[src/include/zmem_macros.svh]
//~~~~~~~~~~~~~~~~~~~~~~~~~~~~~~~~~~~~~~~~~~~~~~~~~~~~~~~~~~~~~~~~~~~~
// width and timing macros for the z80 memory manager
//~~~~~~~~~~~~~~~~~~~~~~~~~~~~~~~~~~~~~~~~~~~~~~~~~~~~~~~~~~~~~~~~~~~~
`ifndef ZMEM_MACROS_SVH
`define ZMEM_MACROS_SVH

// z80 side
`define ZMEM_ADDR_W       16   // cpu address bus
`define ZMEM_PAGE_W       8    // 16k page number, one per window

// dram side
`define ZMEM_DRAM_ADDR_W  21   // word address toward the arbiter

// fclk ticks per dram cycle, timer counter is 2 bits wide
`define ZMEM_CYCLE_LEN    4

`endif

[src/logic/zmem_pkg.sv]
//~~~~~~~~~~~~~~~~~~~~~~~~~~~~~~~~~~~~~~~~~~~~~~~~~~~~~~~~~~~~~~~~~~~~
// shared vector types and cycle timer state enum
//~~~~~~~~~~~~~~~~~~~~~~~~~~~~~~~~~~~~~~~~~~~~~~~~~~~~~~~~~~~~~~~~~~~~
`default_nettype none

`include "zmem_macros.svh"

package zmem_pkg;

	// z80 bus
	typedef logic [`ZMEM_ADDR_W-1:0]      z_addr_t;     // cpu address
	typedef logic [7:0]                   z_data_t;     // one byte on zd

	// paging
	typedef logic [`ZMEM_PAGE_W-1:0]      page_t;       // 16k page in a window
	typedef logic [4:0]                   rom_page_t;   // rom chip page lines

	// arbiter side
	typedef logic [`ZMEM_DRAM_ADDR_W-1:0] dram_addr_t;  // 16-bit word address
	typedef logic [15:0]                  dram_word_t;  // word from dram

	// dram cycle phase, run until the last two ticks
	typedef enum logic [1:0] {
		cyc_run,    // idle part of the cycle
		cyc_pre,    // pre_cend tick
		cyc_end     // cend tick
	} cyc_state_t;

endpackage

`default_nettype wire

[src/logic/dram_cycle_timer.sv]
//~~~~~~~~~~~~~~~~~~~~~~~~~~~~~~~~~~~~~~~~~~~~~~~~~~~~~~~~~~~~~~~~~~~~
// dram cycle sequencer, one-tick pre_cend and cend strobes
//~~~~~~~~~~~~~~~~~~~~~~~~~~~~~~~~~~~~~~~~~~~~~~~~~~~~~~~~~~~~~~~~~~~~
`timescale 1ns/1ns
`default_nettype none

`include "zmem_macros.svh"

module dram_cycle_timer
(
	input  wire  fclk,
	input  wire  arst_n,

	output logic pre_cend,  // second-to-last tick of the cycle
	output logic cend       // last tick of the cycle
);
	import zmem_pkg::*;

	localparam logic [1:0] ph_last = 2'(`ZMEM_CYCLE_LEN - 1);  // counter wrap point
	localparam logic [1:0] ph_pre  = 2'(`ZMEM_CYCLE_LEN - 2);  // enter pre on this count

	logic [1:0] phase;      // free-running tick count
	cyc_state_t state;      // lags phase by one tick
	cyc_state_t state_nxt;

	always_ff @(posedge fclk or negedge arst_n)
	begin
		if (!arst_n)
			phase <= '0;
		else if (phase == ph_last)
			phase <= '0;    // wrap, new dram cycle
		else
			phase <= phase + 2'd1;
	end

	// pre then end then back to run, exactly one tick each
	always_comb
	begin
		state_nxt = cyc_run;
		case (state)
			cyc_run:
			begin
				if (phase == ph_pre)
					state_nxt = cyc_pre;
			end
			cyc_pre: state_nxt = cyc_end;
			default: state_nxt = cyc_run;   // cyc_end
		endcase
	end

	always_ff @(posedge fclk or negedge arst_n)
	begin
		if (!arst_n)
			state <= cyc_run;   // both strobes low in reset
		else
			state <= state_nxt;
	end

	assign pre_cend = (state == cyc_pre);
	assign cend     = (state == cyc_end);

endmodule

`default_nettype wire

[src/logic/dram_request.sv]
//~~~~~~~~~~~~~~~~~~~~~~~~~~~~~~~~~~~~~~~~~~~~~~~~~~~~~~~~~~~~~~~~~~~~
// per-access dram request, direction and word address forming
//~~~~~~~~~~~~~~~~~~~~~~~~~~~~~~~~~~~~~~~~~~~~~~~~~~~~~~~~~~~~~~~~~~~~
`timescale 1ns/1ns
`default_nettype none

module dram_request
(
	input  wire fclk,
	input  wire arst_n,

	input  wire cend,       // dram cycle boundary
	input  wire pre_cend,

	input  wire ram_rd,     // level, held for the whole access
	input  wire ram_wr,
	input  wire zmem_pkg::page_t   page,
	input  wire zmem_pkg::z_addr_t za,
	input  wire zmem_pkg::z_data_t zd_in,

	output logic                 cpu_req,
	output logic                 cpu_rnw,   // 1 read, 0 write
	output zmem_pkg::dram_addr_t cpu_addr,
	output zmem_pkg::z_data_t    cpu_wrdata,
	output logic                 cpu_wrbsel // byte lane, 1 is low byte
);
	import zmem_pkg::*;

	logic rd_seen;      // read already active at last cend
	logic wr_seen;      // same for writes
	logic rnw_pre;      // direction sampled one tick early

	always_ff @(posedge fclk or negedge arst_n)
	begin
		if (!arst_n)
		begin
			rd_seen <= 1'b0;
			wr_seen <= 1'b0;
		end
		else if (cend)
		begin
			rd_seen <= ram_rd;
			wr_seen <= ram_wr;
		end
	end

	always_ff @(posedge fclk or negedge arst_n)
	begin
		if (!arst_n)
			rnw_pre <= 1'b0;
		else if (pre_cend)
			rnw_pre <= ram_rd;  // ready for the arbiter at cend
	end

	// raised from access start until the first cend records it
	assign cpu_req = (ram_rd & ~rd_seen) | (ram_wr & ~wr_seen);
	assign cpu_rnw = rnw_pre;

	assign cpu_addr   = dram_addr_t'({page, za[13:1]});  // 16-bit words
	assign cpu_wrbsel = za[0];
	assign cpu_wrdata = zd_in;  // arbiter picks the lane

endmodule

`default_nettype wire

[src/logic/read_data_capture.sv]
//~~~~~~~~~~~~~~~~~~~~~~~~~~~~~~~~~~~~~~~~~~~~~~~~~~~~~~~~~~~~~~~~~~~~
// byte lane select and register of arbiter read data
//~~~~~~~~~~~~~~~~~~~~~~~~~~~~~~~~~~~~~~~~~~~~~~~~~~~~~~~~~~~~~~~~~~~~
`timescale 1ns/1ns
`default_nettype none

module read_data_capture
(
	input  wire fclk,
	input  wire arst_n,

	input  wire cpu_strobe,                     // word valid this tick
	input  wire zmem_pkg::dram_word_t cpu_rddata,
	input  wire byte_sel,                       // za[0]
	input  wire ram_rd,

	output zmem_pkg::z_data_t zd_out,           // toward z80 data bus
	output logic              zd_ena
);
	import zmem_pkg::*;

	z_data_t lane;  // addressed byte of the word

	// odd address sits in the low byte
	assign lane = byte_sel ? cpu_rddata[7:0] : cpu_rddata[15:8];

	always_ff @(posedge fclk or negedge arst_n)
	begin
		if (!arst_n)
			zd_out <= '0;
		else if (cpu_strobe)
			zd_out <= lane;     // held until next strobe
	end

	assign zd_ena = ram_rd;     // drive bus only for ram reads

endmodule

`default_nettype wire

[src/logic/z80_bus_decode.sv]
//~~~~~~~~~~~~~~~~~~~~~~~~~~~~~~~~~~~~~~~~~~~~~~~~~~~~~~~~~~~~~~~~~~~~
// window select, rom controls, ram read/write qualification
//~~~~~~~~~~~~~~~~~~~~~~~~~~~~~~~~~~~~~~~~~~~~~~~~~~~~~~~~~~~~~~~~~~~~
`timescale 1ns/1ns
`default_nettype none

module z80_bus_decode
(
	input  wire zmem_pkg::z_addr_t za,

	input  wire mreq_n,
	input  wire rd_n,
	input  wire wr_n,
	input  wire rfsh_n,

	input  wire win0_romnram,   // 1 means rom in that window
	input  wire win1_romnram,
	input  wire win2_romnram,
	input  wire win3_romnram,

	input  wire zmem_pkg::page_t win0_page,
	input  wire zmem_pkg::page_t win1_page,
	input  wire zmem_pkg::page_t win2_page,
	input  wire zmem_pkg::page_t win3_page,

	output zmem_pkg::page_t   page,     // page of the addressed window
	output logic              ram_rd,
	output logic              ram_wr,
	output zmem_pkg::rom_page_t rompg,
	output logic              csrom,    // active high
	output logic              romoe_n,
	output logic              romwe_n
);
	import zmem_pkg::*;

	logic [1:0] win;        // window index
	logic       rom_sel;    // selected window holds rom
	logic       ram_acc;    // mem cycle to a ram window

	assign win = za[15:14];

	always_comb
	begin
		case (win)
			2'd0:
			begin
				page    = win0_page;
				rom_sel = win0_romnram;
			end
			2'd1:
			begin
				page    = win1_page;
				rom_sel = win1_romnram;
			end
			2'd2:
			begin
				page    = win2_page;
				rom_sel = win2_romnram;
			end
			default:
			begin
				page    = win3_page;
				rom_sel = win3_romnram;
			end
		endcase
	end

	// rom chip side
	assign rompg   = rom_page_t'(page);  // low 5 page bits
	assign csrom   = rom_sel;
	assign romoe_n = mreq_n | rd_n;      // any mem read
	assign romwe_n = 1'b1;               // rom never written

	// refresh cycles carry mreq_n too, keep them out
	assign ram_acc = ~mreq_n & ~rom_sel & rfsh_n;
	assign ram_rd  = ram_acc & ~rd_n;
	assign ram_wr  = ram_acc & ~wr_n;

endmodule

`default_nettype wire

[src/logic/zmem_top.sv]
//~~~~~~~~~~~~~~~~~~~~~~~~~~~~~~~~~~~~~~~~~~~~~~~~~~~~~~~~~~~~~~~~~~~~
// memory manager top, timer, decode, request and capture blocks
//~~~~~~~~~~~~~~~~~~~~~~~~~~~~~~~~~~~~~~~~~~~~~~~~~~~~~~~~~~~~~~~~~~~~
`timescale 1ns/1ns
`default_nettype none

module zmem_top
(
	input  wire fclk,
	input  wire arst_n,

	// z80 bus
	input  wire zmem_pkg::z_addr_t za,
	input  wire zmem_pkg::z_data_t zd_in,
	input  wire mreq_n,
	input  wire rd_n,
	input  wire wr_n,
	input  wire rfsh_n,

	// window config levels
	input  wire win0_romnram,
	input  wire win1_romnram,
	input  wire win2_romnram,
	input  wire win3_romnram,
	input  wire zmem_pkg::page_t win0_page,
	input  wire zmem_pkg::page_t win1_page,
	input  wire zmem_pkg::page_t win2_page,
	input  wire zmem_pkg::page_t win3_page,

	// arbiter return
	input  wire zmem_pkg::dram_word_t cpu_rddata,
	input  wire cpu_strobe,

	output wire zmem_pkg::z_data_t   zd_out,
	output wire                      zd_ena,
	output wire zmem_pkg::rom_page_t rompg,
	output wire                      romoe_n,
	output wire                      romwe_n,
	output wire                      csrom,

	output wire                       cpu_req,
	output wire                       cpu_rnw,
	output wire zmem_pkg::dram_addr_t cpu_addr,
	output wire zmem_pkg::z_data_t    cpu_wrdata,
	output wire                       cpu_wrbsel
);
	import zmem_pkg::*;

	wire   pre_cend;
	wire   cend;
	wire   ram_rd;
	wire   ram_wr;
	page_t page_sel;    // page of the addressed window

	dram_cycle_timer u_timer
	(
		.fclk     (fclk),
		.arst_n   (arst_n),
		.pre_cend (pre_cend),
		.cend     (cend)
	);

	z80_bus_decode u_decode
	(
		.za           (za),
		.mreq_n       (mreq_n),
		.rd_n         (rd_n),
		.wr_n         (wr_n),
		.rfsh_n       (rfsh_n),
		.win0_romnram (win0_romnram),
		.win1_romnram (win1_romnram),
		.win2_romnram (win2_romnram),
		.win3_romnram (win3_romnram),
		.win0_page    (win0_page),
		.win1_page    (win1_page),
		.win2_page    (win2_page),
		.win3_page    (win3_page),
		.page         (page_sel),
		.ram_rd       (ram_rd),
		.ram_wr       (ram_wr),
		.rompg        (rompg),
		.csrom        (csrom),
		.romoe_n      (romoe_n),
		.romwe_n      (romwe_n)
	);

	dram_request u_request
	(
		.fclk       (fclk),
		.arst_n     (arst_n),
		.cend       (cend),
		.pre_cend   (pre_cend),
		.ram_rd     (ram_rd),
		.ram_wr     (ram_wr),
		.page       (page_sel),
		.za         (za),
		.zd_in      (zd_in),
		.cpu_req    (cpu_req),
		.cpu_rnw    (cpu_rnw),
		.cpu_addr   (cpu_addr),
		.cpu_wrdata (cpu_wrdata),
		.cpu_wrbsel (cpu_wrbsel)
	);

	read_data_capture u_capture
	(
		.fclk       (fclk),
		.arst_n     (arst_n),
		.cpu_strobe (cpu_strobe),
		.cpu_rddata (cpu_rddata),
		.byte_sel   (cpu_wrbsel),   // same za[0] lane select
		.ram_rd     (ram_rd),
		.zd_out     (zd_out),
		.zd_ena     (zd_ena)
	);

endmodule

`default_nettype wire

[config.mk]
export PLATFORM = sky130hd
export DESIGN_NAME = zmem_top
export DESIGN_NICKNAME = d
export VERILOG_FILES = /design/src/logic/zmem_pkg.sv /design/src/logic/dram_cycle_timer.sv /design/src/logic/dram_request.sv /design/src/logic/read_data_capture.sv /design/src/logic/z80_bus_decode.sv /design/src/logic/zmem_top.sv
export VERILOG_INCLUDE_DIRS = /design/src /design/src/include
export SDC_FILE = /design/constraint.sdc
export NUM_CORES = 1
export LEC_CHECK = 0
export BUFFER_PORTS_ARGS = -buffer_cell sky130_fd_sc_hd__buf_2
export CORE_MARGIN = 3
export CORE_UTILIZATION = 25
export CTS_CLUSTER_SIZE = 40
export DETAILED_ROUTE_END_ITERATION = 6
export GPL_TIMING_DRIVEN = 0
export REMOVE_ABC_BUFFERS = 1
export SYNTH_ARGS = -nofsm -noshare
export SYNTH_HDL_FRONTEND = slang
export SYNTH_HIERARCHICAL = 1
export SYNTH_SLANG_ARGS = --single-unit
[constraint.sdc]
create_clock -name fclk -period 1.8 [get_ports fclk]
set_input_delay 0.36 -clock fclk [delete_from_list [all_inputs] [get_ports fclk]]
set_output_delay 0.36 -clock fclk [all_outputs]
set_load 0.005 [all_outputs]
==> metrics.txt, run 1 <==
Lkg Pwr 0.8460 nW; fin cells about 230; status finished with violations; commonest non-fill, non-tap cells in the layout buf_2 (84), dfrtp_1 (15), nor2_1 (9); hold buffers post-CTS 0; Final Hold Viols 0; CTS buffer count 3; CP Launch Type input pin; First-pass DRT Iterations 4; Final GP Congestion 0.9136; CTS tree yes; Max Slew Vio Count 0; EDFF count, synth 0; Syn Inst Count 114; DRC 0; post-DP HPWL 3687 microns; clock transition at the registers of the reported paths 0.06 ns; Die Wd 77.20 microns; Place WS -0.5528 ns; initial core utilization a little over a quarter; CTS sink count 15; gr ovfl total 0; initial antenna violation count 0; global-route wire length before repair 6589 microns; max-cap violations 0; layout cells sized above 1 65.66%; Root Buffer clkbuf_8; DR vias 1017; Avg Inst Size Synth about 11 sq um; Overall Global Routing Usage 14.81%; crit path kind in2out; Post-synth ARST share 100.0%; Total Power 0.9056 mW; Port Buffers 88; IO Pins about 130; 1st-iter DRT viols 36; mapped cell area 1267 sq um; Die H 77.20 microns; commonest non-fill, non-tap cell in the layout buf_2; Final min period 1.868 ns; Combinational Power Share 28.9%; Routed Antenna Nets 0; number of global-route vias before repair 1076; crit path max fanout 2; Worst Setup End Kind primary output; largest net degree at the start of global routing 17; Pwr per Cell Area 559.8 nW/um^2; vias per inst 4.365; WL per Instance 18.90 microns; failing checks negative setup slack; register area share after synthesis between 20 and 30%; FP Rows 25; Sw Ratio 26.63%; placed insts 227; final setup skew around 0.0015 ns; net count reported at finish 252; internal power 0.6644 mW; Synth warnings 6; core area 4817 sq um; Skew-Pair Late Insertion Delay 0.24 ns; Synth cell types 21; final worst path period share 103.8%; Setup TNS Final -0.06792 ns; Flop pwr share 40.8%; Worst Path Required 1.44 ns; Fmax achieved 535.4 MHz; # diodes 0; Syn-to-layout area delta 27.64%; Psw 0.2412 mW; hold crit path type in2async; DIE AREA ~6000 sq um; maximum VDD drop 0.2381 mV; WP data arrival 1.51 ns; Post-Route WL 4404 microns; Synth Flop Type dfrtp_1; Fill cells 522; clock share of power 30.2%; Final setup viols 1; RSZ-0062 raised after global routing true; maximum clock path buffer count 2; H-tree Lvls 1; Seq cells post-synth 15; setup ws final -0.06792 ns
==> power groups by stage <==
| stage | Combinational [mW] | Clock (mW) | Sequential, mW |
|---|---|---|---|
| floorplan | 0.0844 | 0 | 0.377 |
| global placement | 0.239 | 0 | 0.375 |
| detailed placement | 0.241 | 0 | 0.375 |
| CTS | 0.264 | 0.292 | 0.370 |
| global route | 0.291 | 0.308 | 0.373 |
| finish | 0.262 | 0.274 | 0.370 |
==> registers in the layout, indices dropped and copies added, names as in the netlist <==
| register | flops |
|---|---|
| u_capture/zd_out | 8 |
| u_timer/phase | 2 |
| u_timer/state | 2 |
| u_request/cpu_rnw | 1 |
| u_request/rd_seen | 1 |
| u_request/wr_seen | 1 |
==> through the flow <==
stage               utilization [%]  hold WS (ns)  instance area [sq um]
finish                        33.58       0.01543                   1618
global route                  33.58       0.03059                   1618
CTS                           33.51       0.02865                   1614
detailed placement            30.47        0.3017                   1468
global placement              30.47        0.2959                   1468
floorplan                         -       0.06441                  943.4
==> cell type report <==
class	count	area [sq um]	area share (%)
Clock buffer	3	41.29	2.552
Clock inverter	1	5.005	0.3094
Inverter	4	15.01	0.9281
Multi-Input combinational cell	53	604.3	37.36
Sequential cell	15	375.4	23.20
Tap cell	67	83.83	5.182
Timing Repair Buffer	90	493.0	30.47
==> routing by layer <==
metal	vias to the layer above	GRT usage, %	part of all wire (%)
met5	-	8.182	1.4
met4	2	0.5338	0
met3	2	12.09	16
met2	58	20.21	43
met1	484	18.30	40
li1	471	-	-
==> kinds of logic after synthesis <==
logic type,count (synthesis),share of synthesized area [%]
buffers and inverters,46,26.75
multiplexers,22,28.53
AND/OR/NAND/NOR,17,7.502
flip-flops,15,29.62
AO/OA/AOI/OAI,11,5.331
adder cells (fa/ha/maj),2,1.974
other,1,0.2959
==> worst max-delay path: stages <==
cell and delay, ns:
buf_6 0.09, or4b_4 0.54, o32ai_4 0.13, inv_1 0.08, o22ai_2 0.16, buf_2 0.14
==> synthesized netlist by cell type, types with 2 or more instances <==
library cell | number | share of area (%)
buf_4 | 38 | 23
dfrtp_1 | 15 | 30
nor2_1 | 9 | 2.7
mux2i_1 | 8 | 6.3
mux4_1 | 8 | 17
a21oi_1 | 7 | 2.8
mux2_2 | 5 | 4.4
inv_1 | 4 | 1.2
buf_6 | 3 | 2.7
ha_1 | 2 | 2.0
nor2b_1 | 2 | 0.99
o32ai_1 | 2 | 1.4
or2_2 | 2 | 0.99
or4b_1 | 2 | 1.6
==> what timing repair did <==
action                     CTS  global route
buffers inserted             2             0
pin swaps                    5             0
gates resized for setup     15             1
cloned                       0             0
setup endpoints to repair    2             1
==> path summary, 6_finish.rpt <==
kind	start	endpoint	slack [ns]	depth (start not counted)
worst max-delay path	rd_n	cpu_req	-0.07	6
worst min register to register	u_timer/state[1]	u_timer/state[0]	0.46	1
worst min-delay path	arst_n	u_capture/zd_out[2]	0.02	1
worst max register to register	u_timer/state[0]	u_request/wr_seen	0.75	2
min in group fclk	cpu_rddata[11]	u_capture/zd_out[3]	0.41	3
max in group asynchronous	arst_n	u_capture/zd_out[3]	1.52	1
Power figures use the tool's default switching activity.
==> run 2, diff against run 1 <==
--- a/constraint.sdc
+++ b/constraint.sdc
@@ -3,2 +3,2 @@
 set_output_delay 0.36 -clock fclk [all_outputs]
-set_load 0.005 [all_outputs]
+set_load 0.02 [all_outputs]
==> run 2 against run 1 <==
Compared with the run above:
- the run still ends with negative setup slack left
- routed wire length grew 0.18%
- largest cell class unchanged
- combinational power is 27% higher
- first-iteration DRC count up 25%
- maximum frequency fell by 1.4%
- critical path type unchanged
- sequential share of layout area hardly changed
- critical endpoint unchanged
- power increased by 7.9%
- clock skew is the same
==> metrics.txt, run 2 (synthesized netlist as in run 1, its figures left out) <==
commonest non-fill, non-tap cells in the layout buf_2 (83), dfrtp_1 (15), nor2_1 (9); DRC 0 (unchanged); global-route wire length before repair 6596 microns (+0.11%); Total Power 0.9775 mW (+7.9%); Syn-to-layout area delta 27.84%; Skew-Pair Late Insertion Delay 0.24 ns (about the same); core area 4817 sq um (unchanged); Max Slew Vio Count 0 (unchanged); max-cap violations 0 (unchanged); final setup skew 0.001526 ns (unchanged); Setup TNS Final -0.1059 ns (-0.03797 ns); Worst Setup End Kind primary output; cell mode on critical path buf_6; crit-path cells buf_6, or4b_4, o32ai_4, inv_1, o22ai_2, buf_6; # diodes 0 (unchanged); crit path kind in2out; FP Rows 25 (unchanged); final worst path period share 105.3% (+1.5 points); WP data arrival 1.54 ns (+0.03 ns); Pwr per Cell Area 603.3 nW/um^2 (+7.8%); Multi-input gate area 600.6 sq um (-0.62%); maximum VDD drop 0.2446 mV (+2.8%); WL per Instance 18.94 microns (+0.18%); gr ovfl total 0 (unchanged); Die Wd 77.20 microns (unchanged); Worst Path Required 1.44 ns (about the same); Final Hold Viols 0 (unchanged); Routed Antenna Nets 0 (unchanged); number of global-route vias before repair 1072 (-0.37%); Root Buffer clkbuf_8; RSZ-0062 raised after global routing true; post-DP HPWL 3687 microns (unchanged); Final GP Congestion 0.9136 (unchanged); CTS buffer count 3 (unchanged); First-pass DRT Iterations 4 (unchanged); Port Buffers 88 (unchanged); initial antenna violation count 0 (unchanged); H-tree Lvls 1 (unchanged); failing checks negative setup slack; Fin Hold WS 0.01543 ns (unchanged); CTS tree yes; setup ws final -0.09524 ns (-0.02733 ns); Overall Global Routing Usage 14.83% (+0.025 points); CP Launch Type input pin; DR vias 1013 (-0.39%); maximum clock path buffer count 2 (unchanged); Place WS -0.6036 ns (-0.05077 ns); status finished with violations; 1st-iter DRT viols 45 (+25%); post-layout util 33.64% (+0.052 points); layout cells sized above 1 66.27% (+0.60 points); Die H 77.20 microns (unchanged); Post-Route WL 4412 microns (+0.18%); hold crit path type in2async; vias per inst 4.348 (-0.39%); DIE AREA 5960 sq um (unchanged); Lkg Pwr 0.8428 nW (-0.38%); clock transition at the registers of the reported paths 0.06 ns (about the same); sequential cell area 375.4 sq um (unchanged); Final min period 1.895 ns (+0.02733 ns); Fmax achieved 527.6 MHz (-1.4%); Largest register FFs 8 (unchanged); commonest non-fill, non-tap cell in the layout buf_2; crit path max fanout 2 (unchanged); critical path's slowest cell or4b_4; top flop regs u_capture/zd_out: 8 flops, u_timer/phase: 2 flops, u_timer/state: 2 flops; Fill cells 523 (+0.19%); initial core utilization 26.31% (unchanged); CP max stage delay 0.54 ns (about the same); CTS sink count 15 (unchanged); net count reported at finish 252 (unchanged); Final setup viols 2 (+1); largest net degree at the start of global routing 17 (unchanged); Largest Register u_capture/zd_out; IO Pins 132 (unchanged)
[run 2: changes by cell type in the layout (fill, tap and decap cells not counted)]
| cell | delta |
|---|---|
| buf_6 | +1 |
| mux4_1 | -1 |
| buf_2 | -1 |
| mux4_2 | +1 |
[run 2: layer usage]
| layer | routed length [microns] | GRT usage (%) |
|---|---|---|
| met5 | 63 | 8.182 |
| met4 | 0 | 0.5338 |
| met3 | 742 | 12.09 |
| met1 | 1733 | 18.37 |
| met2 | 1872 | 20.21 |
[run 2: path summary, 6_finish.rpt]
kind                                            end             start  slack, ns  cells past startpoint
worst max-delay path                        cpu_req              rd_n       -0.1                      6
worst min-delay path            u_capture/zd_out[2]            arst_n       0.02                      1
worst max register to register    u_request/wr_seen  u_timer/state[0]       0.75                      2
worst min register to register     u_timer/state[0]  u_timer/state[1]       0.46                      1
max in group asynchronous       u_capture/zd_out[3]            arst_n       1.52                      1
min in group fclk               u_capture/zd_out[3]    cpu_rddata[11]       0.41                      3
[run 2: power breakdown]
| group | internal (mW) | switching, mW | leakage (nW) | total (mW) |
|---|---|---|---|---|
| combinational | 0.156 | 0.178 | 0.635 | 0.334 |
| clock | 0.153 | 0.121 | 0.0255 | 0.274 |
| sequential | 0.358 | 0.0111 | 0.182 | 0.370 |
| total | 0.668 | 0.310 | 0.843 | 0.978 |
[run 2: layout make-up]
class / count / area share [%]
Clock inverter: 1 / 0.3089
Multi-Input combinational cell: 53 / 37.07
Sequential cell: 15 / 23.17
Clock buffer: 3 / 2.548
Tap cell: 67 / 5.174
Inverter: 4 / 0.9266
Timing Repair Buffer: 90 / 30.81
[run 2: what timing repair did]
item                                    4_1_cts  5_1_grt
resized for setup                            17        2
pin swaps                                     5        0
hold buffers                                  0        0
endpoints found under the setup margin        4        4
buffers inserted                              2        0
[run 2: through the flow]
step	instances	area, sq um
floorplan	72	943.4
global placement	227	1468
detailed placement	227	1468
CTS	233	1620
global route	233	1620
finish	233	1620
[run 2: worst max-delay path: cells and delay by family]
family	cells	cell delay (ns)
buffers and inverters	3	0.32
and+or+nand+nor	1	0.54
AOI/OAI and AO/OA	2	0.32
